===== src/hdl/cadr_settings.svh =====
`ifndef CADR_SETTINGS_SVH
`define CADR_SETTINGS_SVH

// Micro-instruction word as fetched from control memory.
`define CADR_IR_WIDTH 49

// Obus and M-functional bus width.
`define CADR_DATA_WIDTH 32

// PDL pointer and index width.
`define CADR_PDL_WIDTH 10

// Location counter bits shown on an LC read, interrupt control above.
`define CADR_LC_WIDTH 26

`endif


===== src/hdl/cadr_pkg.sv =====
`include "cadr_settings.svh"

package cadr_pkg;

   typedef logic [`CADR_IR_WIDTH-1:0]   ir_t;       // Micro-instruction word.
   typedef logic [`CADR_DATA_WIDTH-1:0] word_t;     // Obus / M-functional data.
   typedef logic [`CADR_PDL_WIDTH-1:0]  pdl_addr_t; // PDL pointer or index.
   typedef logic [3:0]                  funct_t;    // One-hot ALU function group.

   typedef struct packed {
      logic iralu;  // ALU instruction.
      logic irjump; // Jump instruction.
      logic irdisp; // Dispatch instruction.
      logic irbyte; // Byte instruction.
   } op_class_t;

   typedef struct packed {
      logic srcdc;     // Dispatch constant.
      logic srcspc;    // SPC pointer and data.
      logic srcpdlptr; // PDL pointer.
      logic srcpdlidx; // PDL index.
      logic srcpdltop; // PDL buffer at index.
      logic srcopc;    // OPC registers.
      logic srcq;      // Q register.
      logic srcvma;    // VMA.
      logic srcmap;    // Map of MD.
      logic srcmd;     // MD.
      logic srclc;     // Location counter.
      logic srcspcpop; // SPC, pop.
      logic srcpdlpop; // PDL buffer at pointer, pop.
   } src_sel_t;

   typedef struct packed {
      logic dest;       // Class can write a destination.
      logic destm;      // Destination field enabled.
      logic destmem;    // Memory destination group.
      logic destvma;    // VMA.
      logic destmdr;    // MD.
      logic destlc;     // Location counter.
      logic destintctl; // Interrupt control.
      logic destpdltop; // PDL buffer at pointer.
      logic destpdl_p;  // PDL buffer at pointer, push.
      logic destpdl_x;  // PDL buffer at index.
      logic destpdlx;   // PDL index.
      logic destpdlp;   // PDL pointer.
      logic destspc;    // SPC, push.
      logic destimod0;  // OA register, low half.
      logic destimod1;  // OA register, high half.
   } dest_sel_t;

   typedef struct packed {
      op_class_t op;    // Operation class.
      funct_t    funct; // ALU function group.
      logic      mul;   // Multiply step.
      logic      div;   // Divide step.
      logic      imod;  // Next instruction modified.
      src_sel_t  src;   // M-functional source selects.
      dest_sel_t dst;   // Destination selects.
   } decode_t;

   typedef struct packed {
      ir_t   ir;      // Instruction.
      word_t obus;    // Value to write.
      logic  nop;     // Suppress execution.
      logic  idebug;  // Debug load of IR.
      logic  iwrited; // Write of control memory.
   } uinst_t;

   typedef struct packed {
      decode_t dec; // Decoded fields.
      word_t   mf;  // Source value before the write.
   } result_t;

   typedef enum logic [1:0] {
      IDLE,     // Waiting for in_req.
      EXEC,     // One execute cycle.
      OUT_REQ,  // Result offered, waiting for res_ack.
      OUT_DONE  // Waiting for in_req and res_ack low.
   } port_state_e;

endpackage


===== src/hdl/source_decode.sv =====
`timescale 1ns/1ps

module source_decode (
   input  cadr_pkg::ir_t     ir,
   input  logic              nop,
   input  logic              idebug,
   input  logic              iwrited,
   output cadr_pkg::decode_t dec
);

   logic specalu; // Special ALU op in ALU class.

   always_comb begin
      dec = '0; // Nothing selected.

      if (!nop) begin
         case (ir[44:43]) // Operation class.
            2'b00:   dec.op.iralu  = 1'b1;
            2'b01:   dec.op.irjump = 1'b1;
            2'b10:   dec.op.irdisp = 1'b1;
            default: dec.op.irbyte = 1'b1;
         endcase
         dec.funct = cadr_pkg::funct_t'(4'b0001 << ir[11:10]); // One-hot group.
      end

      specalu = ir[8] & dec.op.iralu;
      dec.mul = specalu & (ir[4:3] == 2'b00); // Code 0 multiplies.
      dec.div = specalu & (ir[4:3] != 2'b00); // Others divide.

      if (ir[31] & ~ir[29]) begin // First source bank.
         case (ir[28:26])
            3'd0:    dec.src.srcdc     = 1'b1;
            3'd1:    dec.src.srcspc    = 1'b1;
            3'd2:    dec.src.srcpdlptr = 1'b1;
            3'd3:    dec.src.srcpdlidx = 1'b1;
            3'd4:    dec.src.srcpdlpop = 1'b1;
            3'd5:    dec.src.srcpdltop = 1'b1;
            3'd6:    dec.src.srcopc    = 1'b1;
            default: dec.src.srcq      = 1'b1;
         endcase
      end
      if (ir[31] & ir[29]) begin // Second source bank.
         case (ir[28:26])
            3'd0:    dec.src.srcvma    = 1'b1;
            3'd1:    dec.src.srcmap    = 1'b1;
            3'd2:    dec.src.srcmd     = 1'b1;
            3'd3:    dec.src.srclc     = 1'b1;
            3'd4:    dec.src.srcspcpop = 1'b1;
            default: ; // Unused codes.
         endcase
      end

      dec.dst.dest    = dec.op.iralu | dec.op.irbyte; // Only these write.
      dec.dst.destm   = dec.dst.dest & ~ir[25];       // A-only write clears it.
      dec.dst.destmem = dec.dst.destm & ir[23];
      dec.dst.destvma = dec.dst.destmem & ~ir[22];
      dec.dst.destmdr = dec.dst.destmem & ir[22];

      if (dec.dst.destm & ~ir[23] & ~ir[22]) begin // LC bank.
         case (ir[21:19])
            3'd1:    dec.dst.destlc     = 1'b1;
            3'd2:    dec.dst.destintctl = 1'b1;
            default: ; // No register.
         endcase
      end
      if (dec.dst.destm & ~ir[23] & ir[22]) begin // PDL, SPC and OA bank.
         case (ir[21:19])
            3'd0:    dec.dst.destpdltop = 1'b1;
            3'd1:    dec.dst.destpdl_p  = 1'b1;
            3'd2:    dec.dst.destpdl_x  = 1'b1;
            3'd3:    dec.dst.destpdlx   = 1'b1;
            3'd4:    dec.dst.destpdlp   = 1'b1;
            3'd5:    dec.dst.destspc    = 1'b1;
            3'd6:    dec.dst.destimod0  = 1'b1;
            default: dec.dst.destimod1  = 1'b1;
         endcase
      end

      // Next instruction is altered by OA writes or by the debug paths.
      dec.imod = dec.dst.destimod0 | dec.dst.destimod1 | iwrited | idebug;
   end

endmodule


===== src/hdl/uinst_port.sv =====
`timescale 1ns/1ps

module uinst_port (
   input  logic              clk,
   input  logic              arst_n,
   input  logic              in_req,
   input  cadr_pkg::uinst_t  in_data,
   output logic              in_ack,
   output cadr_pkg::uinst_t  cur,
   output logic              exec,
   input  cadr_pkg::decode_t dec,
   input  cadr_pkg::word_t   mf,
   output logic              res_req,
   input  logic              res_ack,
   output cadr_pkg::result_t res_data
);

   cadr_pkg::port_state_e state; // Handshake FSM.

   assign exec = (state == cadr_pkg::EXEC); // High for the one EXEC cycle.

   always_ff @(posedge clk or negedge arst_n) begin
      if (!arst_n) begin
         state   <= cadr_pkg::IDLE;
         in_ack  <= 1'b0;
         res_req <= 1'b0;
      end else begin
         case (state)
            cadr_pkg::IDLE: begin
               if (in_req) begin
                  state <= cadr_pkg::EXEC; // Word captured this edge.
               end
            end
            cadr_pkg::EXEC: begin
               res_req <= 1'b1; // Result registered this edge.
               in_ack  <= 1'b1;
               state   <= cadr_pkg::OUT_REQ;
            end
            cadr_pkg::OUT_REQ: begin
               if (res_ack) begin
                  res_req <= 1'b0; // Receiver has the result.
                  state   <= cadr_pkg::OUT_DONE;
               end
            end
            default: begin
               if (!in_req && !res_ack) begin
                  in_ack <= 1'b0; // Both sides back to rest.
                  state  <= cadr_pkg::IDLE;
               end
            end
         endcase
      end
   end

   // Held word for decode and register write.
   always_ff @(posedge clk) begin
      if (state == cadr_pkg::IDLE && in_req) begin
         cur <= in_data;
      end
   end

   // Result stays stable while res_req is high.
   always_ff @(posedge clk or negedge arst_n) begin
      if (!arst_n) begin
         res_data <= '0;
      end else if (exec) begin
         res_data.dec <= dec;
         res_data.mf  <= mf; // Value before this write.
      end
   end

endmodule


===== src/hdl/func_regs.sv =====
`timescale 1ns/1ps
`include "cadr_settings.svh"

module func_regs (
   input  logic                clk,
   input  logic                arst_n,
   input  logic                exec,
   input  cadr_pkg::src_sel_t  src,
   input  cadr_pkg::dest_sel_t dst,
   input  cadr_pkg::word_t     obus,
   output cadr_pkg::word_t     mf
);

   cadr_pkg::word_t     lc;      // Location counter.
   cadr_pkg::word_t     vma;     // Virtual memory address.
   cadr_pkg::word_t     md;      // Memory data.
   cadr_pkg::word_t     intctl;  // Interrupt control.
   cadr_pkg::pdl_addr_t pdl_ptr; // PDL pointer.
   cadr_pkg::pdl_addr_t pdl_idx; // PDL index.

   always_ff @(posedge clk or negedge arst_n) begin
      if (!arst_n) begin
         lc      <= '0;
         vma     <= '0;
         md      <= '0;
         intctl  <= '0;
         pdl_ptr <= '0;
         pdl_idx <= '0;
      end else if (exec) begin
         if (dst.destlc) begin
            lc <= obus;
         end
         if (dst.destvma) begin
            vma <= obus;
         end
         if (dst.destmdr) begin
            md <= obus;
         end
         if (dst.destintctl) begin
            intctl <= obus;
         end
         if (dst.destpdlp) begin
            pdl_ptr <= obus[`CADR_PDL_WIDTH-1:0]; // Low bits only.
         end
         if (dst.destpdlx) begin
            pdl_idx <= obus[`CADR_PDL_WIDTH-1:0];
         end
      end
   end

   // Source mux reads the registers as they stand before the write.
   always_comb begin
      mf = '0; // Unimplemented sources read zero.
      if (src.srclc) begin
         // LC read shows interrupt control bits above the counter.
         mf = {intctl[`CADR_DATA_WIDTH-1:`CADR_LC_WIDTH], lc[`CADR_LC_WIDTH-1:0]};
      end
      if (src.srcvma) begin
         mf = vma;
      end
      if (src.srcmd) begin
         mf = md;
      end
      if (src.srcpdlptr) begin
         mf = cadr_pkg::word_t'(pdl_ptr); // Zero-extended.
      end
      if (src.srcpdlidx) begin
         mf = cadr_pkg::word_t'(pdl_idx);
      end
   end

endmodule


===== src/hdl/micro_decode_top.sv =====
`timescale 1ns/1ps

module micro_decode_top (
   input  logic              clk,
   input  logic              arst_n,
   input  logic              in_req,
   input  cadr_pkg::uinst_t  in_data,
   output logic              in_ack,
   output logic              res_req,
   input  logic              res_ack,
   output cadr_pkg::result_t res_data
);

   cadr_pkg::uinst_t  cur;  // Held micro-instruction.
   logic              exec; // Execute strobe.
   cadr_pkg::decode_t dec;  // Decoder output.
   cadr_pkg::word_t   mf;   // M-functional read.

   uinst_port u_port (
      .clk      (clk),
      .arst_n   (arst_n),
      .in_req   (in_req),
      .in_data  (in_data),
      .in_ack   (in_ack),
      .cur      (cur),
      .exec     (exec),
      .dec      (dec),
      .mf       (mf),
      .res_req  (res_req),
      .res_ack  (res_ack),
      .res_data (res_data)
   );

   source_decode u_decode (
      .ir      (cur.ir),
      .nop     (cur.nop),
      .idebug  (cur.idebug),
      .iwrited (cur.iwrited),
      .dec     (dec)
   );

   func_regs u_regs (
      .clk    (clk),
      .arst_n (arst_n),
      .exec   (exec),
      .src    (dec.src),
      .dst    (dec.dst),
      .obus   (cur.obus),
      .mf     (mf)
   );

endmodule


===== config.mk =====
export PLATFORM = sky130hd
export DESIGN_NAME = micro_decode_top
export DESIGN_NICKNAME = d
export VERILOG_FILES = /design/src/hdl/cadr_pkg.sv /design/src/hdl/source_decode.sv /design/src/hdl/uinst_port.sv /design/src/hdl/func_regs.sv /design/src/hdl/micro_decode_top.sv
export VERILOG_INCLUDE_DIRS = /design/src /design/src/hdl
export SDC_FILE = /design/constraint.sdc
export NUM_CORES = 1
export LEC_CHECK = 0
export BUFFER_PORTS_ARGS = -buffer_cell sky130_fd_sc_hd__buf_2
export CAP_MARGIN = 40
export CORE_MARGIN = 4
export CORE_UTILIZATION = 51
export CTS_CLUSTER_SIZE = 14
export DETAILED_ROUTE_END_ITERATION = 12
export GPL_ROUTABILITY_DRIVEN = 0
export PLACE_DENSITY = 0.76
export RECOVER_POWER = 50
export SETUP_SLACK_MARGIN = 0.3
export SLEW_MARGIN = 0
export SYNTH_ARGS = -nofsm -noshare
export SYNTH_HDL_FRONTEND = slang
export SYNTH_SLANG_ARGS = --single-unit
export TNS_END_PERCENT = 100

===== constraint.sdc =====
create_clock -name clk -period 2.3 [get_ports clk]
set_input_delay 0.345 -clock clk [delete_from_list [all_inputs] [get_ports clk]]
set_output_delay 0.345 -clock clk [all_outputs]
set_load 0.1 [all_outputs]

## Word level (Yosys, flattened, before mapping)

Cells that the tools add are included.
W data, S select, Z words.

- Input port bits: 88
- Output and inout bits: 73
- Register bits after elaboration: 297

- Shift operators: 1
- Multiplexer cells: 39
- Reductions and logical operators: 26
- Eq/ne operators: 18
- Bitwise operators: 21

Operator list:

| cell | number |
|---|---|
| $mux W32 | 5 |
| $mux W1 | 23 |
| $eq A3 B3 Y1 const B | 6 |
| $mux W8 | 2 |
| $reduce_and A2 Y1 | 8 |
| $reduce_or A7 Y1 | 2 |
| $and A1 B1 Y1 | 12 |
| $eq A3 B2 Y1 const B | 4 |
| $mux W2 | 4 |
| $mux W7 | 1 |
| $eq A3 B1 Y1 const B | 2 |
| $logic_not A2 Y1 | 3 |
| $logic_not A3 Y1 | 2 |
| $pmux W2 S3 | 1 |
| $reduce_bool A2 Y1 | 3 |
| $mux W5 | 1 |
| $not A1 Y1 | 5 |
| $eq A2 B1 Y1 const B | 2 |
| $eq A2 B2 Y1 const B | 2 |
| $ne A2 B2 Y1 const B | 2 |
| $or A1 B1 Y1 | 4 |
| $pmux W1 S2 | 2 |
| $reduce_bool A4 Y1 | 1 |
| $shl A1 B2 Y4 const A | 1 |
| 5 further kinds | 7 |

## Logic depth before layout (Yosys ltp)

- Word-level depth: 12
- Gate-level depth with buffers: 7
- Mapped depth without buffers: 5

## Cells and area by module

Synthesis repeated with hierarchy kept, for this count alone.

- Cells, all modules: 702
- Area total of the unflattened synthesis: 11155.7 um2

By module, submodules not included:

| module | sequential area each (um2) | instances | area an instance (um2) | cells an instance |
|---|---|---|---|---|
| uinst_port | 4399.2 | 1 | 5421.4 | 260 |
| func_regs | 2902.8 | 1 | 5363.9 | 377 |
| source_decode | 0.0 | 1 | 370.4 | 65 |

## Worst setup path before layout

Ideal clock, no wire load.

- Path type: reg-to-reg
- From: reg u_port.state[0]
- To: reg u_port.cur[0] (netlist name)
- Library setup time: 416 ps
- Stages on the path, launching flop included: 4
- Data arrival time: 1962 ps
- Path buffers: 0
- Setup slack: -78 ps
- Data required time: 1884 ps
- Period minus slack after synthesis: 2378 ps
- Cell sequence: dfrtp_1 > inv_1 > ha_1 > and2_1

- Longest elaborated chain between the ends: 2

RTL lines:

| item | RTL line | RTL |
|---|---|---|
| start: declaration | uinst_port.sv:18 | `cadr_pkg::port_state_e state;` |
| start signal: assignment | uinst_port.sv:24 | `state <= cadr_pkg::IDLE;` |
| start signal: assignment | uinst_port.sv:31 | `state <= cadr_pkg::EXEC;` |
| start signal: assignment | uinst_port.sv:37 | `state <= cadr_pkg::OUT_REQ;` |
| $logic_not A2 Y1 | uinst_port.sv:57 | `if (state == cadr_pkg::IDLE && in_req) begin` |
| $logic_and A1 B1 Y1 | uinst_port.sv:57 |  |

Every way passes these cells.
A chain may end at the register's enable or synchronous reset.

## Worst setup path after layout

- From: reg u_port.res_data[25] (netlist name)
- To: out res_data[25] (netlist name)

RTL lines:

| item | RTL line | RTL |
|---|---|---|
| end: declaration | micro_decode_top.sv:11 | `output cadr_pkg::result_t res_data` |

No word-level cell between the ends.

==> flow_summary.yaml <==
outcome:
  status: "complete, no violations"
cells_and_area:
  antenna_cells: 0
  syn_to_final_growth_pct: 20.6
  num-fill-cells: 1453
  multi_input_area_um2: 3220
  layout-drive-gt1-share: 0.374
  post-route-cell-area_um2: 12100
  regArea_um2: 6370
  fin_nets: 963
power_and_ir_drop:
  seqPwrFrac: 0.423
  switchingPower_w: 0.00505
  clkPwrFrac: 0.272
  leakage_nw: 5.77
  peakVddDrop_v: 0.000830
  p_per_area_nw_per_um2: 1140
  p_total_w: 0.0138
  p_comb_frac: 0.305
  p_sw_frac: 0.365
  intPower_w: 0.00877
synth:
  syn-num-nets: 799
  synthArstFlopShare: 0.783
  synth-edff-count: 53
  yosysSeqAreaShare: 0.636
  avgSynthCellArea_um2: 14.2
  synth-seq-cells: 244
  yosys_warnings: 0
  syn_inst: 707
  synthTopCellsByCount: "dfrtp_1, mux2_2, inv_1"
  synth_top_flop_cell: "dfrtp_1"
  synthDistinctLibCells: 45
  yosysTopAreaCell: "dfrtp_1"
  synth_most_common_cell: "dfrtp_1"
  synth_area_leaders: "dfrtp_1, edfxtp_1, mux2_2, mux2_4, o22ai_1"
  synth_top_area_frac: 0.477
  netlist_area_um2: 10000
detailed_routing:
  vias: 6206
  drt_iter0_drc: 294
  drt-total-wl_um: 20800
  ant_nets: 0
  drc: 0
  avgViaCountPerCell: 5.41
  dr.pass1.iters: 5
  wl_per_cell_um: 18.1
setup_path:
  r2r_slack_ns: 0.31
  cp.buffers_inverters: 1
  crit_path_start_kind: "flip-flop"
  cp-end-kind: "primary output"
  crit_chain: "clkbuf_1"
  cp_top_family: "buffers and inverters"
  critPathSlowestCell: "clkbuf_1"
  cp_max_fo: 2
  worst-endpoint-required_ns: 1.96
  slowest_delay_ns: 0.86
  cp.arrival_ns: 1.70
  critPathKind: "flip-flop to primary output"
floorplan:
  row_count: 50
  chipHeight_um: 148
  initial_utilization: 0.526
  ioPinCount: 161
  die_w_um: 148
  die_area_um2: 21900
  core_area_um2: 19000
sta:
  setup_ws_ns: 0.254
  finalClockSkew_ns: 0.0113
  drv_slew: 0
  finalHoldViolations: 0
  worst_slew_pin_slew_ns: 1.41
  setup_viol: 0
  rsz0062_at_grt: "no"
  tns_ns: 0
  fmax_mhz: 489
  max_slew_margin: 0.0628
  period_needed_ns: 2.05
  finalCritPeriodShare: 0.890
clock_network:
  root_buffer: "clkbuf_16"
  cts_tree: "built"
  clkSinkCount: 244
  path_clk_slew_ns: 0.06
  clockBufferDepth: 3
  clock_latency_ns: 0.51
  cts_buffers: 25
  htreeDepth: 1
global_routing:
  overflow: 0
  grt_pass1_vias: 6420
  grtUsageTotal: 0.191
  grt_pass1_wl_um: 34000
  antenna_found_initial: 0
  grt_max_degree: 58
placement:
  post-place-ws_ns: 0.235
  port_buffers: 129
  hpwl_um: 12900
  placed_cell_area_um2: 11100
job:
  max-cap-violations: 0
worst_hold_path:
  hold_path_class: "input port to flip-flop"
-- sequential cells by signal (all words and copies together), names as in the netlist, 2 cells and up --
signal	count
u_regs.intctl	6
u_port.cur	53
u_regs.lc	26
u_regs.pdl_idx	10
u_regs.pdl_ptr	10
u_port.res_data	71
u_regs.vma	32
u_port.state	2
u_regs.md	32
-- per-stage QoR --
step	instances	util	hold WS (ns)
floorplan	707	-	0.0494
global placement	1074	0.581	0.335
detailed placement	1074	0.581	0.342
CTS	1146	0.636	0.000199
global route	1148	0.635	0.00139
finish	1148	0.635	0.0191
-- routing by layer --
| layer | vias up | share of wire | track usage |
|---|---|---|---|
| met2 | 164 | 0.48 | 0.311 |
| met3 | 37 | 0.048 | 0.0305 |
| li1 | 2884 | - | - |
| met1 | 3121 | 0.44 | 0.268 |
| met4 | 0 | 0.028 | 0.0564 |
| met5 | - | 0 | 0 |
-- cells in the final DEF, fill, tap and decap left out, types with 19 or more instances in the layout --
| cell type | netlist | final |
|---|---|---|
| dfrtp_1 | 191 | 191 |
| buf_2 | 14 | 119 |
| mux2_2 | 118 | 118 |
| inv_1 | 59 | 59 |
| edfxtp_1 | 53 | 53 |
| o22ai_1 | 37 | 37 |
| dlygate4sd3_1 | 0 | 27 |
| clkbuf_16 | 0 | 25 |
| mux2i_1 | 22 | 22 |
| a2bb2oi_1 | 22 | 22 |
| nor2_1 | 20 | 20 |
| mux2_4 | 19 | 19 |
-- area by class of cell --
cell class	instances	area share
clock buffers	38	0.0583
repair buffers	182	0.0976
multi-input cells	359	0.267
inverters	59	0.0183
flip-flops and latches	244	0.528
clock inverters	6	0.00446
well taps	260	0.0269
-- power by group through the flow --
| stage | Sequential, W | Clock (W) | Combinational, W |
|---|---|---|---|
| 6_report | 0.00584 | 0.00376 | 0.00421 |
| 5_1_grt | 0.00594 | 0.00405 | 0.00447 |
| 4_1_cts | 0.00584 | 0.00386 | 0.00426 |
| 3_5_place_dp | 0.00591 | 0 | 0.00422 |
| 3_3_place_gp | 0.00587 | 0 | 0.00415 |
| 2_1_floorplan | 0.00746 | 0 | 0.00167 |
-- kinds of logic (layout without fill, tap and decap cells) --
group | Yosys count | in the layout | synth area share
xor+xnor | 1 | 1 | 0.00163
simple gates | 83 | 83 | 0.0485
buf+inv | 104 | 285 | 0.0434
flops | 244 | 244 | 0.636
compound gates | 110 | 110 | 0.0796
fa+ha+maj | 4 | 4 | 0.00500
mux | 161 | 161 | 0.185
-- timing repair --
action | 4_1_cts | 5_1_grt
pin swaps | 1 | 0
hold buffers | 26 | 1
hold endpoints to repair | 73 | 1
setup buffers | 2 | 1
resized for setup | 1 | 2
endpoints found under the setup margin | 8 | 99
cloned | 0 | 0
-- worst paths after layout --
check | startpoint | depth (start not counted) | to
min in group asynchronous | arst_n | 2 | u_regs.md[6]
max reg2reg | u_port.state[1] | 6 | u_regs.pdl_ptr[6]
min | in_data[18] | 1 | u_port.cur[18]
min reg2reg | u_port.cur[38] | 1 | u_port.res_data[62]
max | u_port.res_data[25] | 1 | res_data[25]
max in group asynchronous | arst_n | 3 | u_regs.vma[17]
No activity file was read; power rests on OpenSTA's default activity.
